`src/source/dehaze_consts.svh`:
```
// Widths, frame size and fixed-point constants for the dehazing pipeline, included where needed
`ifndef DEHAZE_CONSTS_SVH
`define DEHAZE_CONSTS_SVH

// ====================
// Data widths
// ====================

// One colour channel
`define DH_CHAN_W 8

// Unsigned fixed-point word
`define DH_Q16_W 16

// ====================
// Frame and arithmetic
// ====================

// Default frame size in pixels
`define DH_IMAGE_PIXELS (512 * 512)

// Lowest transmission, 0.1 in Q0.16
`define DH_T_MIN 6554

// Multiply then shift approximates a division by nine
`define DH_MEAN_MUL 57
`define DH_MEAN_SHIFT 9

// Fraction bits of the transmission reciprocal
`define DH_INV_T_SHIFT 12

`endif

```
`src/source/dehaze_pkg.sv`:
```
// Pixel, window and fixed-point types plus the reciprocal table entry, imported by wildcard
`default_nettype none

`include "dehaze_consts.svh"

package dehaze_pkg;

    typedef logic [`DH_CHAN_W-1:0] chan_t;
    typedef logic [`DH_Q16_W-1:0]  q16_t;

    typedef struct packed {
        chan_t r;
        chan_t g;
        chan_t b;
    } pixel_t;

    // Nine pixels in row order, element 4 is the centre
    typedef pixel_t [8:0] window_t;

    // Per-channel reciprocal of the atmospheric light, 65535 means 1
    typedef struct packed {
        q16_t r;
        q16_t g;
        q16_t b;
    } inv_light_t;

    // ====================
    // Reciprocal table
    // ====================

    // 2^28 / (256 * idx + 128), i.e. 1/t with 12 fraction bits taken at the bin centre
    function automatic q16_t recip_entry(input chan_t idx);
        logic [31:0] den;
        logic [31:0] quo;
        den = (32'(idx) << 8) + 32'd128;
        quo = 32'h1000_0000 / den;
        if (quo > 32'd65535) begin
            return '1;
        end
        return quo[`DH_Q16_W-1:0];
    endfunction

endpackage

`default_nettype wire

```
`src/source/recovery_if.sv`:
```
// Aligned item from transmission estimation to scene recovery, one per valid cycle
`timescale 1ns/1ps
`default_nettype none

interface recovery_if import dehaze_pkg::*; ();

    logic   valid;
    q16_t   inv_t;
    pixel_t pixel;
    pixel_t light;

    // Estimator side
    modport estimate (output valid, output inv_t);

    // Delay lines for the centre pixel and the light
    modport align (output pixel, output light);

    // Scene recovery side
    modport recover (
        input valid,
        input inv_t,
        input pixel,
        input light
    );

endinterface

`default_nettype wire

```
`src/source/dehaze_top.sv`:
```
// Dehazing pipeline top level, one 3x3 window in and one recovered pixel out six cycles later
`timescale 1ns/1ps
`default_nettype none

`include "dehaze_consts.svh"

module dehaze_top import dehaze_pkg::*; #(
    parameter int image_pixels = `DH_IMAGE_PIXELS
) (
    input  logic       clk,
    input  logic       rst,
    input  logic       in_valid,
    input  window_t    window,
    input  pixel_t     light,
    input  inv_light_t inv_light,
    output pixel_t     pixel_out,
    output logic       out_valid,
    output logic       done
);

    // Side data must wait as long as the estimator
    localparam int est_latency = 4;
    localparam int cnt_w       = $clog2(image_pixels + 1);

    // ====================
    // Frame counter
    // ====================

    logic [cnt_w-1:0] pixel_count;

    // Counter stops at the frame size, done follows one edge later and holds
    always_ff @(posedge clk or posedge rst) begin
        if (rst) begin
            pixel_count <= '0;
            done        <= 1'b0;
        end else begin
            if (in_valid && pixel_count != cnt_w'(image_pixels)) begin
                pixel_count <= pixel_count + 1'b1;
            end
            if (pixel_count == cnt_w'(image_pixels)) begin
                done <= 1'b1;
            end
        end
    end

    // ====================
    // Pipeline
    // ====================

    recovery_if rec_if ();

    transmission_estimator est_i (
        .clk       (clk),
        .rst       (rst),
        .in_valid  (in_valid),
        .window    (window),
        .inv_light (inv_light),
        .est       (rec_if.estimate)
    );

    // Centre pixel
    pipe_delay #(
        .payload_t (pixel_t),
        .depth     (est_latency)
    ) pixel_delay_i (
        .clk  (clk),
        .rst  (rst),
        .din  (window[4]),
        .dout (rec_if.pixel)
    );

    pipe_delay #(
        .payload_t (pixel_t),
        .depth     (est_latency)
    ) light_delay_i (
        .clk  (clk),
        .rst  (rst),
        .din  (light),
        .dout (rec_if.light)
    );

    scene_recovery rec_i (
        .clk       (clk),
        .rst       (rst),
        .rec       (rec_if.recover),
        .pixel_out (pixel_out),
        .out_valid (out_valid)
    );

endmodule

`default_nettype wire

```
`src/source/pipe_delay.sv`:
```
// Fixed-depth shift register that keeps side data in step with the estimator stages
`timescale 1ns/1ps
`default_nettype none

module pipe_delay #(
    parameter type payload_t = logic [7:0],
    parameter int  depth     = 4
) (
    input  logic     clk,
    input  logic     rst,
    input  payload_t din,
    output payload_t dout
);

    payload_t stages [depth];

    always_ff @(posedge clk or posedge rst) begin
        if (rst) begin
            for (int i = 0; i < depth; i++) begin
                stages[i] <= '0;
            end
        end else begin
            stages[0] <= din;
            for (int i = 1; i < depth; i++) begin
                stages[i] <= stages[i-1];
            end
        end
    end

    // Oldest entry leaves the line
    assign dout = stages[depth-1];

endmodule

`default_nettype wire

```
`src/source/scene_recovery.sv`:
```
// Two-stage scene recovery, J = A +/- |I - A| / t with saturation to the channel range
`timescale 1ns/1ps
`default_nettype none

`include "dehaze_consts.svh"

module scene_recovery import dehaze_pkg::*; (
    input  logic   clk,
    input  logic   rst,
    recovery_if.recover rec,
    output pixel_t pixel_out,
    output logic   out_valid
);

    // |I - A| scaled by 1/t, capped at full scale
    function automatic chan_t scale_diff(input chan_t pix, input chan_t light, input q16_t inv_t);
        chan_t                           d;
        logic [`DH_CHAN_W+`DH_Q16_W-1:0] prod;
        logic [`DH_CHAN_W+`DH_Q16_W-1:0] shifted;
        d       = (pix >= light) ? (pix - light) : (light - pix);
        prod    = d * inv_t;
        shifted = prod >> `DH_INV_T_SHIFT;
        return (shifted > 255) ? '1 : shifted[`DH_CHAN_W-1:0];
    endfunction

    // Saturating add when the pixel is brighter than the light, otherwise saturating subtract
    function automatic chan_t recover_chan(input chan_t light, input chan_t q, input logic up);
        logic [`DH_CHAN_W:0] sum;
        sum = light + q;
        if (up) begin
            return sum[`DH_CHAN_W] ? '1 : sum[`DH_CHAN_W-1:0];
        end
        return (light >= q) ? (light - q) : '0;
    endfunction

    // ====================
    // Stage 1
    // ====================

    pixel_t     q_q;
    pixel_t     light_q;
    logic [2:0] up_q;
    logic       valid_s1;

    always_ff @(posedge clk or posedge rst) begin
        if (rst) begin
            q_q      <= '0;
            light_q  <= '0;
            up_q     <= '0;
            valid_s1 <= 1'b0;
        end else begin
            q_q.r    <= scale_diff(rec.pixel.r, rec.light.r, rec.inv_t);
            q_q.g    <= scale_diff(rec.pixel.g, rec.light.g, rec.inv_t);
            q_q.b    <= scale_diff(rec.pixel.b, rec.light.b, rec.inv_t);
            up_q     <= {rec.pixel.r >= rec.light.r,
                         rec.pixel.g >= rec.light.g,
                         rec.pixel.b >= rec.light.b};
            light_q  <= rec.light;
            valid_s1 <= rec.valid;
        end
    end

    // ====================
    // Stage 2
    // ====================

    always_ff @(posedge clk or posedge rst) begin
        if (rst) begin
            pixel_out <= '0;
            out_valid <= 1'b0;
        end else begin
            pixel_out.r <= recover_chan(light_q.r, q_q.r, up_q[2]);
            pixel_out.g <= recover_chan(light_q.g, q_q.g, up_q[1]);
            pixel_out.b <= recover_chan(light_q.b, q_q.b, up_q[0]);
            out_valid   <= valid_s1;
        end
    end

endmodule

`default_nettype wire

```
`src/source/transmission_estimator.sv`:
```
// Four-stage transmission estimate from a 3x3 window, drives the reciprocal onto recovery_if
`timescale 1ns/1ps
`default_nettype none

`include "dehaze_consts.svh"

module transmission_estimator import dehaze_pkg::*; (
    input  logic       clk,
    input  logic       rst,
    input  logic       in_valid,
    input  window_t    window,
    input  inv_light_t inv_light,
    recovery_if.estimate est
);

    // Sum of nine channel values
    localparam int sum_w = `DH_CHAN_W + 4;

    function automatic chan_t scaled_mean(input logic [sum_w-1:0] sum);
        logic [sum_w+5:0] prod;
        prod = (sum_w + 6)'(sum) * (sum_w + 6)'(`DH_MEAN_MUL);
        return chan_t'(prod >> `DH_MEAN_SHIFT);
    endfunction

    // ====================
    // Stage 1
    // ====================

    logic [sum_w-1:0] sum_r;
    logic [sum_w-1:0] sum_g;
    logic [sum_w-1:0] sum_b;
    pixel_t           mean_q;
    inv_light_t       inv_q;
    logic             valid_s1;

    always_comb begin
        sum_r = '0;
        sum_g = '0;
        sum_b = '0;
        for (int k = 0; k < 9; k++) begin
            sum_r = sum_r + sum_w'(window[k].r);
            sum_g = sum_g + sum_w'(window[k].g);
            sum_b = sum_b + sum_w'(window[k].b);
        end
    end

    always_ff @(posedge clk or posedge rst) begin
        if (rst) begin
            mean_q   <= '0;
            inv_q    <= '0;
            valid_s1 <= 1'b0;
        end else begin
            mean_q.r <= scaled_mean(sum_r);
            mean_q.g <= scaled_mean(sum_g);
            mean_q.b <= scaled_mean(sum_b);
            inv_q    <= inv_light;
            valid_s1 <= in_valid;
        end
    end

    // ====================
    // Stage 2
    // ====================

    chan_t min_mean;
    q16_t  min_inv;
    chan_t min_mean_q;
    q16_t  min_inv_q;
    logic  valid_s2;

    // Dark channel pick, ties favour red then green
    always_comb begin
        if (mean_q.r <= mean_q.g && mean_q.r <= mean_q.b) begin
            min_mean = mean_q.r;
            min_inv  = inv_q.r;
        end else if (mean_q.g <= mean_q.b) begin
            min_mean = mean_q.g;
            min_inv  = inv_q.g;
        end else begin
            min_mean = mean_q.b;
            min_inv  = inv_q.b;
        end
    end

    always_ff @(posedge clk or posedge rst) begin
        if (rst) begin
            min_mean_q <= '0;
            min_inv_q  <= '0;
            valid_s2   <= 1'b0;
        end else begin
            min_mean_q <= min_mean;
            min_inv_q  <= min_inv;
            valid_s2   <= valid_s1;
        end
    end

    // ====================
    // Stage 3
    // ====================

    logic [`DH_CHAN_W+`DH_Q16_W-1:0] dark_prod;
    q16_t                            dark_sat;
    q16_t                            t_raw;
    q16_t                            t_q;
    logic                            valid_s3;

    assign dark_prod = min_mean_q * min_inv_q;
    assign dark_sat  = (|dark_prod[`DH_CHAN_W+`DH_Q16_W-1:`DH_Q16_W]) ?
                       '1 : dark_prod[`DH_Q16_W-1:0];
    assign t_raw     = '1 - dark_sat;

    always_ff @(posedge clk or posedge rst) begin
        if (rst) begin
            t_q      <= '0;
            valid_s3 <= 1'b0;
        end else begin
            t_q      <= (t_raw < q16_t'(`DH_T_MIN)) ? q16_t'(`DH_T_MIN) : t_raw;
            valid_s3 <= valid_s2;
        end
    end

    // ====================
    // Stage 4
    // ====================

    // Reciprocal table indexed by the top byte of t
    q16_t recip_rom [256];
    q16_t inv_t_q;
    logic valid_s4;

    for (genvar k = 0; k < 256; k++) begin : g_recip
        assign recip_rom[k] = recip_entry(chan_t'(k));
    end

    always_ff @(posedge clk or posedge rst) begin
        if (rst) begin
            inv_t_q  <= '0;
            valid_s4 <= 1'b0;
        end else begin
            inv_t_q  <= recip_rom[t_q[`DH_Q16_W-1:`DH_Q16_W-8]];
            valid_s4 <= valid_s3;
        end
    end

    assign est.inv_t = inv_t_q;
    assign est.valid = valid_s4;

endmodule

`default_nettype wire

```
`config.mk`:
```
export PLATFORM = sky130hd
export DESIGN_NAME = dehaze_top
export DESIGN_NICKNAME = d
export VERILOG_FILES = /design/src/source/dehaze_pkg.sv /design/src/source/recovery_if.sv /design/src/source/dehaze_top.sv /design/src/source/pipe_delay.sv /design/src/source/scene_recovery.sv /design/src/source/transmission_estimator.sv
export VERILOG_INCLUDE_DIRS = /design/src /design/src/source
export SDC_FILE = /design/constraint.sdc
export NUM_CORES = 2
export LEC_CHECK = 0
export BUFFER_PORTS_ARGS = -buffer_cell sky130_fd_sc_hd__buf_2
export CAP_MARGIN = 25
export CORE_UTILIZATION = 45
export CTS_BUF_LIST = sky130_fd_sc_hd__clkbuf_2
export DETAILED_ROUTE_END_ITERATION = 8
export PLACE_DENSITY = 0.69
export SLEW_MARGIN = 15
export SYNTH_ARGS = -nofsm -noshare
export SYNTH_HDL_FRONTEND = slang
export SYNTH_HIERARCHICAL = 1
export SYNTH_SLANG_ARGS = --single-unit
```
`constraint.sdc`:
```
create_clock -name clk -period 11.5 [get_ports clk]
set_input_delay 0.575 -clock clk [delete_from_list [all_inputs] [get_ports clk]]
set_output_delay 0.575 -clock clk [all_outputs]
set_load 0.05 [all_outputs]
```
=== Word-level counts from Yosys, hierarchy flattened ===
Memories as Yosys holds them, arrays and structs flattened. A register that Yosys moved wholly into a read port is not among the register bits.
Index checks and enable logic that the tools add are counted.

* Register bits after elaboration: 405
* ROM bits: 4,096
* Output and inout port bits: 26
* Memories: 1

* Add/sub/neg operators: 38
* Order comparisons: 13
* Bitwise operators: 1
* Multiplexer cells: 27
* $mul: 7
* Reductions and logical operators: 3
* Eq/ne operators: 2

{| class="wikitable"
|+ Memories
! name !! words !! bits a word !! rd ports !! clocked after Yosys merged registers in !! write ports !! line !! source
|-
| (name not given) || 256 || 16 || 1 || 1 || 0 || transmission_estimator.sv:140 || <nowiki>inv_t_q <= recip_rom[t_q[`DH_Q16_W-1:`DH_Q16_W-8]];</nowiki>
|}

{| class="wikitable"
|+ Operators by type and width
! operator !! number
|-
| 12-bit by 8-bit adder with 12-bit output || 21
|-
| 8-bit 2-to-1 mux || 20
|-
| 8-bit by 16-bit multiplier with 24-bit output || 4
|-
| 8-bit subtractor || 9
|-
| 16-bit 2-to-1 mux || 4
|-
| 8-bit by 8-bit adder with 9-bit output || 6
|-
| 12-bit by 6-bit multiplier with 17-bit output (second input constant) || 3
|-
| 8-bit greater-or-equal comparator || 6
|-
| 12-bit by 8-bit greater-than comparator with 1-bit output (second input constant) || 3
|-
| 8-bit <= comparator || 3
|-
| 19-bit by 1-bit adder with 19-bit output (second input constant) || 1
|-
| 19-bit == test (second input constant) || 1
|-
| 19-bit inequality test (second input constant) || 1
|-
| 16-bit by 13-bit < comparator with 1-bit output (second input constant) || 1
|-
| 16-bit subtractor (first input constant) || 1
|-
| 8-bit inverter with 9-bit output || 1
|-
| 8-bit OR reduction || 1
|-
| 1-bit 2-to-1 mux || 3
|-
| 1-bit logical AND || 2
|}

=== Depth between registers and ports, before layout ===
* Depth in word-level cells: 9
* Gate-level depth with buffers: 32
* Mapped depth without buffers: 29

=== By module ===
Netlist, hierarchy kept.

{| class="wikitable"
|+ Modules (own cells, without submodules)
! module !! seq. area each (um^2) !! area each (um^2) !! cells an instance !! instances
|-
| transmission_estimator || 3,103.0 || 19,956.6 || 2,147 || 1
|-
| scene_recovery || 1,926.8 || 19,327.3 || 2,235 || 1
|-
| pipe_delay || 2,402.3 || 2,586.2 || 121 || 2
|-
| dehaze_top || 500.5 || 987.2 || 89 || 1
|}

=== Worst setup path before layout ===
No wires, ideal clock.

* Kind: register to register
* From: register pixel_delay_i.stages (netlist bit pixel_delay_i/dout[16])
* To: register rec_i/q_q[19] (netlist name)
* Path buffers: 2
* Cell stages (with the launch flop): 29
* Clock period less this slack: 7.427 ns
* Path slack: 4.073 ns
* Data arrival time: 7.273 ns
* Cells stage by stage: dfrtp_1 -> buf_4 -> inv_1 -> ha_1 -> inv_1 -> fa_1 -> nand3_1 -> a31oi_1 -> nor2_4 -> mux2_2 -> a311oi_1 -> o21ai_2 -> a31oi_4 -> buf_6 -> mux2i_1 -> fa_1 -> fa_1 -> fa_1 -> inv_1 -> fa_1 -> inv_1 -> ha_1 -> a21oi_1 -> o221ai_1 -> a211oi_1 -> a21oi_1 -> or3_1 -> a311oi_4 -> o211ai_1

* Cells in the longest elaborated chain, start to end: 5

{| class="wikitable"
|+ Ends and longest elaborated chain
! item !! line !! source
|-
| from (decl) || pipe_delay.sv:15 || <nowiki>payload_t stages [depth];</nowiki>
|-
| from (signal, indexed assignment) || pipe_delay.sv:25 || <nowiki>stages[i] <= stages[i-1];</nowiki>
|-
| 8-bit subtractor or 8-bit greater-or-equal comparator (tied branches) || scene_recovery.sv:20 || <nowiki>d = (pix >= light) ? (pix - light) : (light - pix);</nowiki>
|-
| 8-bit 2-to-1 mux (*) || scene_recovery.sv:20 ||
|-
| 8-bit by 16-bit multiplier with 24-bit output (*) || scene_recovery.sv:21 || <nowiki>prod = d * inv_t;</nowiki>
|-
| 12-bit by 8-bit greater-than comparator with 1-bit output || scene_recovery.sv:23 || <nowiki>return (shifted > 255) ? '1 : shifted[`DH_CHAN_W-1:0];</nowiki>
|-
| 8-bit 2-to-1 mux (*) || scene_recovery.sv:23 ||
|-
| to (decl) || scene_recovery.sv:40 || <nowiki>pixel_t q_q;</nowiki>
|}

Every way passes the cells marked *; elsewhere a longest branch is shown, timed or not.
A chain may end at the register's enable or synchronous reset.

=== Worst setup path after layout ===
* From: register light_delay_i.stages (netlist bit light_delay_i/dout[16])
* To: register rec_i/q_q[19] (netlist name)

* Cells in the longest elaborated chain, start to end: 5

{| class="wikitable"
|+ Ends and longest elaborated chain
! item !! line
|-
| from (decl) || pipe_delay.sv:15
|-
| from (signal, indexed assignment) || pipe_delay.sv:25
|-
| 8-bit subtractor or 8-bit greater-or-equal comparator (tied branches) || scene_recovery.sv:20
|-
| 8-bit 2-to-1 mux (*) || scene_recovery.sv:20
|-
| 8-bit by 16-bit multiplier with 24-bit output (*) || scene_recovery.sv:21
|-
| 12-bit by 8-bit greater-than comparator with 1-bit output || scene_recovery.sv:23
|-
| 8-bit 2-to-1 mux (*) || scene_recovery.sv:23
|}

Marks and branches as above.

==> run metrics <==
Fmax ~120 MHz; Post-synth EDFFs 0; RSZ-0062 raised after global routing false; max-capacitance violation count 0; post-route cell area around 50,000 um^2; hold_ws around 160 ps; hold violation total from the final report 0; Final Skew slightly below 90 ps; CTS tree built; Row Count roughly 120; crit path capture type register; Clk Latency, worst-skew pair about 1300 ps; Post-Syn Area 45,400 um^2; Setup TNS 0 ps; DRT iter0 DRCs approximately 2,300; DR WL/cell roughly 18 um; CP required roughly 13,000 ps; H-tree Lvls 3; Register-to-Register Path Depth 25; clock sinks 413; Setup Viol. Count Final 0; DIE WIDTH ~320 um; Antenna Nets Post-Route 0; gp weighted congestion roughly 0.98; Syn Area/Cell around 9.6 um^2; cell count after synthesis 4,713; crit path max fanout 16; sequential area share after synthesis between 20% and 30%; Post-DP HPWL around 89 mm; DP Area 47,900 um^2; TritonRoute pass-1 iters 6; Die Area roughly 100,000 um^2; share of layout cells above drive strength 1 around an eighth; Synth Flop Type dfrtp_1; distinct cell type count after synthesis 108; remaining routing DRC violations 0; synthesis-stage register bit count ~410; WL met2 roughly 57 mm; Root Buffer clkbuf_2; Initial Utilization a little under half; drt total wl 117 mm; post_cts resized 0; period utilization roughly 74%; DR vias roughly 35,000; largest net degree at the start of global routing 86; Min-Delay Path Depth 2; Yosys Warn Count 6; outcome completed; initial antenna violation count 6; vias in the first global route between 30,000 and 40,000; Rel. slew slack 27.8%; core area around 100,000 um^2; Worst setup SP type register; cts bufs inserted between 100 and 150; Max clock buf depth 3; met3 WL a little over 7 mm; GRT Total Usage between 20% and 30%; Post CTS Setup Buffer Count 0; global-route wire length before repair ~190 mm; clk slew on worst S/H paths 100 ps; Setup CP Type reg2reg; GRT Residual Overflow 0; Min-Delay Path Class in2reg; top layer in use met5; Port Buf Inserts between 300 and 400; Final Max Tran Viols 0; fraction of registers with async set/reset 100%; WL met1 50.2 mm; actual slew at the worst max-slew pin between 1000 and 1500 ps; Via density 5.34; Final min period about 8500 ps; Nets between 6,000 and 7,000; Net Count, Synth 5,994; crit path DAT around 9500 ps; Top Ports between 300 and 400; fillers approximately 9,100; R2R setup slack roughly 3000 ps; Syn-to-layout area delta 11.7%; Die Ht 320 um
-- what timing repair did --
action / in CTS / in global routing
hold buffers: 194 / 0
endpoints found under the hold margin: 344 / 0
endpoints found under the setup margin: 0 / 0
-- layout make-up --
cell class	instances	area (um^2)	area share (%)
diodes	7	17.5	0.0345
clock inverters	37	195	0.384
clock buffers	149	746	1.47
multi-input cells	3228	30900	60.8
well taps	1298	1620	3.20
inverters	837	3150	6.20
repair buffers	548	3830	7.54
flip-flops and latches	413	10300	20.4
-- Yosys cell counts (23+ instances only) --
cell type	number	area, um^2
mux2i_1	58	581
a311oi_1	23	201
and3_1	23	144
nand2_1	261	980
xor2_1	37	324
nand3_1	56	280
nor2b_1	97	607
fa_1	561	11200
a211oi_1	47	353
nand4_1	34	213
ha_1	429	5370
inv_1	835	3130
dfrtp_1	413	10300
o211ai_1	23	173
a31oi_1	44	275
and2_1	311	1950
buf_4	49	368
o21bai_1	28	210
o21a_1	32	240
mux2_2	51	574
a21oi_1	233	1170
o21ai_0	141	706
nand2b_1	82	513
clkbuf_1	147	552
a21o_1	62	465
nor2_1	164	616
nor3_1	47	235
xnor2_1	81	709
-- state kept, by name (all words and copies together), names as in the netlist, 24 cells and up --
| signal | flops |
|---|---|
| rec_i/light_q | 24 |
| rec_i/pixel_out | 24 |
| light_delay_i/dout | 24 |
| est_i/mean_q | 24 |
| light_delay_i/stages | 72 |
| pixel_delay_i/stages | 72 |
| pixel_delay_i/dout | 24 |
| rec_i/q_q | 24 |
| est_i/inv_q | 48 |
-- final timing paths --
path                                                from                       end
worst min-delay path                          window[98]  pixel_delay_i/stages[74]
max in group asynchronous                            rst            est_i/inv_q[3]
worst max-delay path              light_delay_i/dout[16]             rec_i/q_q[19]
min in group asynchronous                            rst           rec_i/out_valid
worst min register to register  pixel_delay_i/stages[51]  pixel_delay_i/stages[27]
worst max register to register    light_delay_i/dout[16]             rec_i/q_q[19]
-- kinds of logic after synthesis --
kind of cell / Yosys count / synth area share [%]
XOR/XNOR: 119 / 2.31
AND/OR/NAND/NOR: 1180 / 14.0
multiplexers: 122 / 3.05
buffers and inverters: 1072 / 9.36
flip-flops: 413 / 22.7
adder cells (fa/ha/maj): 990 / 36.5
AO/OA/AOI/OAI: 817 / 12.0
-- layer usage --
layer,vias to the layer above,track usage [%]
li1,16200,-
met1,17200,30.8
met2,1211,39.8
met3,228,3.59
met4,6,6.97
met5,-,0
-- cell usage in the layout, fill, tap and decap left out, types with 14 or more instances in the layout --
cell,instances
clkbuf_2,149
buf_4,37
nor3b_1,19
dlygate4sd3_1,194
dfrtp_1,409
nand2_1,261
o31ai_1,15
o211ai_1,23
and2_1,311
mux2_2,51
xor2_1,37
buf_2,316
o21bai_1,28
nor2b_1,97
nand4_1,34
nand3_1,56
a211oi_1,47
xnor2_1,79
and3_1,23
or3_1,15
mux2i_1,58
nand2b_1,82
a21o_1,62
and4_1,22
inv_1,830
clkinv_1,19
a21oi_1,233
clkinv_2,14
ha_1,429
o22ai_1,18
a31oi_1,44
o21ai_0,141
nor2_1,164
o21a_1,32
fa_1,561
nor3_1,47
a311oi_1,23
-- critical path, cell delays in order (launching register included) --
cell and delay [ps]:
dfrtp_1 410, ha_1 700, nand4_1 160, a31oi_1 420, nor2_4 170, mux2_2 300, a311oi_1 300, o21ai_2 130
a31oi_4 650, mux2_2 440, fa_1 510, fa_1 550, inv_1 60, fa_1 530, inv_1 50, fa_1 530
inv_1 40, ha_1 200, a21oi_1 140, o221ai_1 170, a211oi_1 560, a21o_1 240, a31oi_1 120, o32ai_1 290
xor2_1 490, o211ai_1 180
-- per-stage QoR --
step	cells	setup WS [ps]	util, %
floorplan	4713	4070	-
global placement	6128	3280	47.8
detailed placement	6129	2990	47.8
CTS	6509	2960	50.7
global route	6516	2500	50.7
finish	6517	3010	50.7
Power is left out: the tool's default activity adds up to more than one toggle a clock period on the data nets, which glitch-free logic cannot reach.
